[config.mk]
export PLATFORM = sky130hd
export DESIGN_NAME = ram_controller
export DESIGN_NICKNAME = d
export VERILOG_FILES = /design/src/hw/mem_pkg.sv /design/src/hw/ram_controller.sv
export SDC_FILE = /design/constraint.sdc
export NUM_CORES = 1
export LEC_CHECK = 0
export ABC_AREA = 1
export BUFFER_PORTS_ARGS = -buffer_cell sky130_fd_sc_hd__buf_2
export CAP_MARGIN = 0
export CELL_PAD_IN_SITES_DETAIL_PLACEMENT = 2
export CELL_PAD_IN_SITES_GLOBAL_PLACEMENT = 2
export CORE_ASPECT_RATIO = 0.6
export CORE_UTILIZATION = 18
export DETAILED_ROUTE_END_ITERATION = 10
export PLACE_DENSITY = 0.84
export SYNTH_ARGS = -nofsm -noshare
export SYNTH_HDL_FRONTEND = slang
export SYNTH_SLANG_ARGS = --single-unit
[constraint.sdc]
create_clock -name clk -period 1.3 [get_ports clk]
set_input_delay 0.065 -clock clk [delete_from_list [all_inputs] [get_ports clk]]
set_output_delay 0.065 -clock clk [all_outputs]
set_load 0.01 [all_outputs]
[src/hw/mem_pkg.sv]
package mem_pkg;

	//////////////////////////////
	// Bus types
	//////////////////////////////

	// CPU word address
	typedef logic [15:0] mem_addr_t;

	// Data word on the memory bus
	typedef logic [15:0] mem_word_t;

	// CPU request held stable until work_done
	typedef struct packed {
		logic      rd;
		logic      wr;
		logic      init_wr;
		mem_addr_t addr;
		mem_word_t wdata;
	} mem_req_t;

	// Response of one RAM bank
	typedef struct packed {
		logic      done;
		mem_word_t rdata;
	} ram_rsp_t;

	//////////////////////////////
	// Fixed addresses and words
	//////////////////////////////

	// UART status register
	localparam mem_addr_t MEM_STATUS_ADDR = 16'hBF01;

	// Upper bits of the status word
	localparam logic [13:0] STATUS_FILL = '1;

endpackage

[src/hw/ram_controller.sv]
`timescale 1ns/100ps

module ram_controller import mem_pkg::*; (
	input  logic      clk,
	input  logic      rst_n,
	input  mem_req_t  req,
	input  logic      uart_received_data,
	input  ram_rsp_t  ram1_rsp,
	input  ram_rsp_t  ram2_rsp,
	output logic      ram1_need_to_work,
	output logic      ram2_need_to_work,
	output logic      work_done,
	output mem_word_t feedback
);

	logic      access;
	logic      status_hit;
	logic      sel_ram1;
	logic      sel_ram2;
	logic      ram1_hit;
	logic      ram2_hit;
	mem_word_t status_word;
	logic      result_valid;
	mem_word_t result_word;
	mem_word_t feedback_q;

	//////////////////////////////
	// Address decode
	//////////////////////////////

	assign access = req.rd | req.wr | req.init_wr;

	// Status address wins over both banks
	assign status_hit = access & (req.addr == MEM_STATUS_ADDR);

	// Bit 15 picks the bank
	assign sel_ram1 = access & ~status_hit & req.addr[15];
	assign sel_ram2 = access & ~status_hit & ~req.addr[15];

	// Selected bank finished this cycle
	assign ram1_hit = sel_ram1 & ram1_rsp.done;
	assign ram2_hit = sel_ram2 & ram2_rsp.done;

	//////////////////////////////
	// Bank requests and done
	//////////////////////////////

	// Level drops in the done cycle so the access runs once
	assign ram1_need_to_work = sel_ram1 & ~ram1_rsp.done;
	assign ram2_need_to_work = sel_ram2 & ~ram2_rsp.done;

	// Idle and status accesses complete at once
	assign work_done = ~access | status_hit | ram1_hit | ram2_hit;

	//////////////////////////////
	// Feedback
	//////////////////////////////

	// Bit 1 is the UART receive flag
	assign status_word = {STATUS_FILL, uart_received_data, 1'b1};

	always_comb begin
		result_valid = 1'b0;
		result_word  = feedback_q;
		if (req.rd) begin
			if (status_hit) begin
				result_valid = 1'b1;
				result_word  = status_word;
			end else if (ram1_hit) begin
				result_valid = 1'b1;
				result_word  = ram1_rsp.rdata;
			end else if (ram2_hit) begin
				result_valid = 1'b1;
				result_word  = ram2_rsp.rdata;
			end
		end
	end

	// Keeps the last read result for later cycles
	always_ff @(posedge clk or negedge rst_n) begin
		if (!rst_n) begin
			feedback_q <= '0;
		end else if (result_valid) begin
			feedback_q <= result_word;
		end
	end

	assign feedback = result_word;

	//////////////////////////////
	// Checks
	//////////////////////////////

	// Only one bank is ever busy
	a_one_bank: assert property (
		@(posedge clk) disable iff (!rst_n)
		!(ram1_need_to_work && ram2_need_to_work)
	) else $error("ram_controller: both banks requested");

	// Status access leaves both banks idle, now and next cycle
	a_status_no_bank: assert property (
		@(posedge clk) disable iff (!rst_n)
		status_hit |-> !(ram1_need_to_work || ram2_need_to_work)
			##1 !(ram1_rsp.done || ram2_rsp.done)
	) else $error("ram_controller: bank activity on status access");

endmodule

* Word level (Yosys, flattened, before mapping) *
Index checks and enable logic that the tools add are counted.

storage, ports and cells
  flip-flop bits (word level) = 16
  input bits = 72
  output and inout bits = 19
  word-level logic and storage cells = 28

cells by class
  bitwise gates (word level) = 18
  muxes and demuxes = 8
  equality and inequality tests = 1

operators by type and width
  cell                  count
  $mux 16               4
  $eq 16x16->1 const B  1
  $and 1x1->1           8
  $not 1->1             5
  $or 1x1->1            5
  $mux 1                4

* Longest topological paths before layout *
  depth in word-level cells = 11
  mapped depth = 10
  mapped depth without buffers = 10

* Worst setup path before layout *
No wires, ideal clock.

  path kind = input port to output port
  start point = input req[27] (netlist name)
  end point = output feedback[10]
  arrival time = 1139 ps
  data required time = 1235 ps
  cell stages on the path = 10
  buffers on the path = 1
  slack = 96 ps
  cell sequence = nand2_1 -> inv_1 -> nand2_1 -> nor2_1 -> nand2_1 -> nand4_2 -> inv_2 -> buf_6 -> a21oi_1 -> a21oi_1

between the ends
  longest elaborated chain between the ends = 10
  elaborated cells on any way between the ends = 12
  classes of those cells = eq/ne (1); mux (4); bitwise (7)

RTL lines
  item                line                                        RTL
  start: declaration  ram_controller.sv:6                         input mem_req_t req,
  $eq 16x16->1 *      ram_controller.sv:34                        assign status_hit = access & (req.addr == MEM_STATUS_ADDR);
  $and 1x1->1 *       ram_controller.sv:34
  $not 1->1           ram_controller.sv:37, ram_controller.sv:38
  $and 1x1->1         ram_controller.sv:37, ram_controller.sv:38
  $and 1x1->1         ram_controller.sv:38                        assign sel_ram2 = access & ~status_hit & ~req.addr[15];
  $and 1x1->1         ram_controller.sv:42                        assign ram2_hit = sel_ram2 & ram2_rsp.done;
  $mux 16             ram_controller.sv:72                        end else if (ram2_hit) begin
  $mux 16             ram_controller.sv:69                        end else if (ram1_hit) begin
  $mux 16 *           ram_controller.sv:66                        if (status_hit) begin
  $mux 16 *           ram_controller.sv:65                        if (req.rd) begin
  end: declaration    ram_controller.sv:13                        output mem_word_t feedback

Mark *: on every way between the ends. The rest lies on a longest branch, timed or not.

* Final worst setup path *
  start point = input req[30] (netlist name)
  end point = output feedback[3]

The elaborated chain is that of the path after synthesis.

==> impl_metrics.tcl <==
set metrics [dict create \
    violations "negative setup slack" \
    globalplace.congestion 0.7379 \
    critPathCapture "feedback[3]" \
    area_growth_pct 90.17 \
    vias 1706 \
    largest_reg_flops 16 \
    start_util_pct 19.31 \
    clk_path_buf_depth 2 \
    cpLargestDelayFamily "buffers and inverters" \
    largest_register "feedback_q" \
    clock-root-buffer "clkbuf_16" \
    path_depth 11 \
    swShare_pct 33.81 \
    slowest_stage "a21oi_1" \
    core_um2 6331 \
    viasPerCell 4.513 \
    antenna_found_initial 0 \
    peakVddDrop_v 0.0004443 \
    fp-row-count 22 \
    final_area_um2 2325 \
    layout_min_cycle_time_ns 1.550 \
    synth_warnings 0 \
    reg2reg_slack_ns 0.26 \
    die_w_um 108.4 \
    endpoint_kind "primary output" \
    nFillCells 742 \
    nNetsFinal 367 \
    cp-startpoint "req[30]" \
    cts_buffers 3 \
    setup_ws_ns -0.2495 \
    first_iter_violations 28 \
    startpoint_type "primary input" \
    reg2regPathDepth 6 \
    power.leakage_nw 1.169 \
    p_seq_share_pct 28.3 \
    hold_ws_ns 0.1287 \
    critPathMaxFanout 10 \
    max_stage_delay_ns 0.19 \
    synth_ff_type "dfrtp_1" \
    arrival_ns 1.48 \
    crit_chain "buf_6, inv_4, nand4_1, nor2_4, nand2_2, nand4_1, buf_6, buf_8, o211ai_1, a21oi_1, buf_2" \
    timing.rr.end "feedback_q[15]" \
    grt_overflow 0 \
    period_share_pct 119.2 \
    grt_max_degree 17 \
    drv_slew 0 \
    portBuffers 74 \
    die_area_um2 7136 \
    drive_gt1_share_pct 52.04 \
    async_flop_share_pct 100.0 \
    synth.area.top_cells "dfrtp_1, a21oi_1, nand2_1" \
    finalHoldViolations 0 \
    cts.sinks 16 \
    fin_util_pct 36.72 \
    finalSetupViolCount 18 \
    synth_common_cells "a21oi_1, nand2_1, nor2_1" \
    status "complete, but fails checks" \
    seq_area_um2 400.4 \
    first_pass_iters 4 \
    die_h_um 65.84 \
    yosysMostFrequentCell "a21oi_1" \
    synth_enable_flop_cells 0 \
    p_int_mw 1.454 \
    max_slew_margin_pct 71.99 \
    cts-htree-levels 1 \
    rr_startpoint "feedback_q[15]" \
    yosysUniqueCellTypes 17 \
    power_frac_clock_pct 32.0 \
    cts_tree "done" \
    synth_cells 190 \
    power.density_nw_per_um2 945.3 \
    power.net_switching_mw 0.7431 \
    syn_area_um2 1222 \
    yosysTopAreaCell "dfrtp_1" \
    drc_errors 0 \
    ant_nets 0 \
    critPathRequiredTime_ns 1.24 \
    rsz0062_at_grt "true" \
    syn_avg_cell_area_um2 6.434 \
    fmax_ghz 0.6454 \
    wirelength_um 6601 \
    ys_seq_area_share_pct 32.75 \
    max-cap-violations 0 \
    dpl.hpwl_um 4443 \
    diodes 0 \
    pwr-share-comb_pct 39.7 \
    first_global_vias 1914 \
    grt_first_pass_wirelength_um 9570 \
    clock_latency_ns 0.25 \
    path_clk_slew_ns 0.05 \
    synth_top_area_share_pct 32.75 \
    setup_tns_ns -3.036 \
    io_pins 91 \
    detail_route.wl_per_cell_um 17.46 \
    track_usage_pct 17.82 \
    synth_seq_cells 16 \
    multi_input_area_um2 812.0 \
    syn_nets 262 \
    hp-class "primary input to register" \
    fin_skew_ns 0 \
    place_area_um2 1778 \
    tightest_slew_ns 0.4202 \
    top_regs "feedback_q x16" \
    crit_buf_inv 5 \
    path_class "primary input to primary output" \
]
-- layout by cell type (no fill, tap or decap), types with 2 or more instances in the layout --
cell type | synthesis | final
dfrtp_1 | 16 | 16
nor2_2 | 0 | 6
nor2_1 | 32 | 21
buf_8 | 0 | 2
o211ai_1 | 15 | 15
a21oi_2 | 1 | 6
nand2_1 | 32 | 18
buf_6 | 1 | 24
nor2_4 | 0 | 5
nor4_2 | 0 | 2
inv_4 | 0 | 2
buf_2 | 3 | 60
nand2_2 | 1 | 13
nand2_4 | 0 | 2
inv_2 | 1 | 3
nand4_1 | 3 | 3
clkbuf_16 | 0 | 3
a21oi_1 | 47 | 42
buf_4 | 3 | 19
inv_1 | 29 | 25
-- stage by stage --
| step | setup WS (ns) | cells | power, mW |
|---|---|---|---|
| floorplan | 0.09599 | 190 | 0.9830 |
| global placement | -0.1822 | 356 | 1.257 |
| detailed placement | -0.3065 | 356 | 1.296 |
| CTS | -0.1809 | 371 | 2.061 |
| global route | -0.3514 | 378 | 2.331 |
| finish | -0.2495 | 378 | 2.198 |
-- repair_timing --
action / CTS / global route
setup endpoints to repair: 17 / 27
hold buffers: 1 / 0
gates cloned: 3 / 0
endpoints found under the hold margin: 16 / 0
pin swaps: 15 / 23
resized for setup: 26 / 54
setup buffers: 7 / 8
-- kinds of logic (layout without fill, tap and decap cells) --
family	Yosys count	count (layout)	synth area share, %
flops	16	16	32.75
simple gates	73	73	24.57
buf+inv	38	142	13.51
compound gates	63	63	29.17
-- power by group through the flow --
| stage | Clock (mW) | Sequential [mW] | Combinational (mW) |
|---|---|---|---|
| 2_1_floorplan | 0 | 0.616 | 0.367 |
| 3_3_place_gp | 0 | 0.621 | 0.636 |
| 3_5_place_dp | 0 | 0.629 | 0.668 |
| 4_1_cts | 0.698 | 0.621 | 0.742 |
| 5_1_grt | 0.733 | 0.632 | 0.966 |
| 6_report | 0.702 | 0.623 | 0.873 |
-- worst min-delay path, stage by stage --
cell and delay (ns):
buf_2 0.09, a21oi_2 0.05, a21oi_1 0.13
-- worst min path at each step --
stage	start	endpoint	slack, ns	depth (start not counted)
4_1_cts	ram1_rsp[12]	feedback_q[12]	0.13	3
3_3_place_gp	rst_n	feedback_q[5]	0.01	1
5_1_grt	ram1_rsp[15]	feedback_q[15]	0.15	3
2_1_floorplan	rst_n	feedback_q[0]	-0.23	0
3_5_place_dp	rst_n	feedback_q[5]	0.03	1
6_report	ram1_rsp[8]	feedback_q[8]	0.13	3
-- per-layer routing --
metal  part of all wire [%]  up-vias  track usage, %
met5                      0        -               0
met4                   0.85        0           1.520
met3                    4.6        6           4.138
met2                     50       37           32.17
met1                     44      826           22.45
li1                       -      837               -
-- cell type report --
| class | instances | share of cell area [%] |
|---|---|---|
| clock buffer | 4 | 3.821 |
| inverter | 30 | 5.059 |
| multi-input combinational | 136 | 34.93 |
| sequential | 16 | 17.22 |
| tap | 84 | 4.521 |
| timing repair buffer | 108 | 34.45 |
No activity file was read; power rests on OpenSTA's default activity.
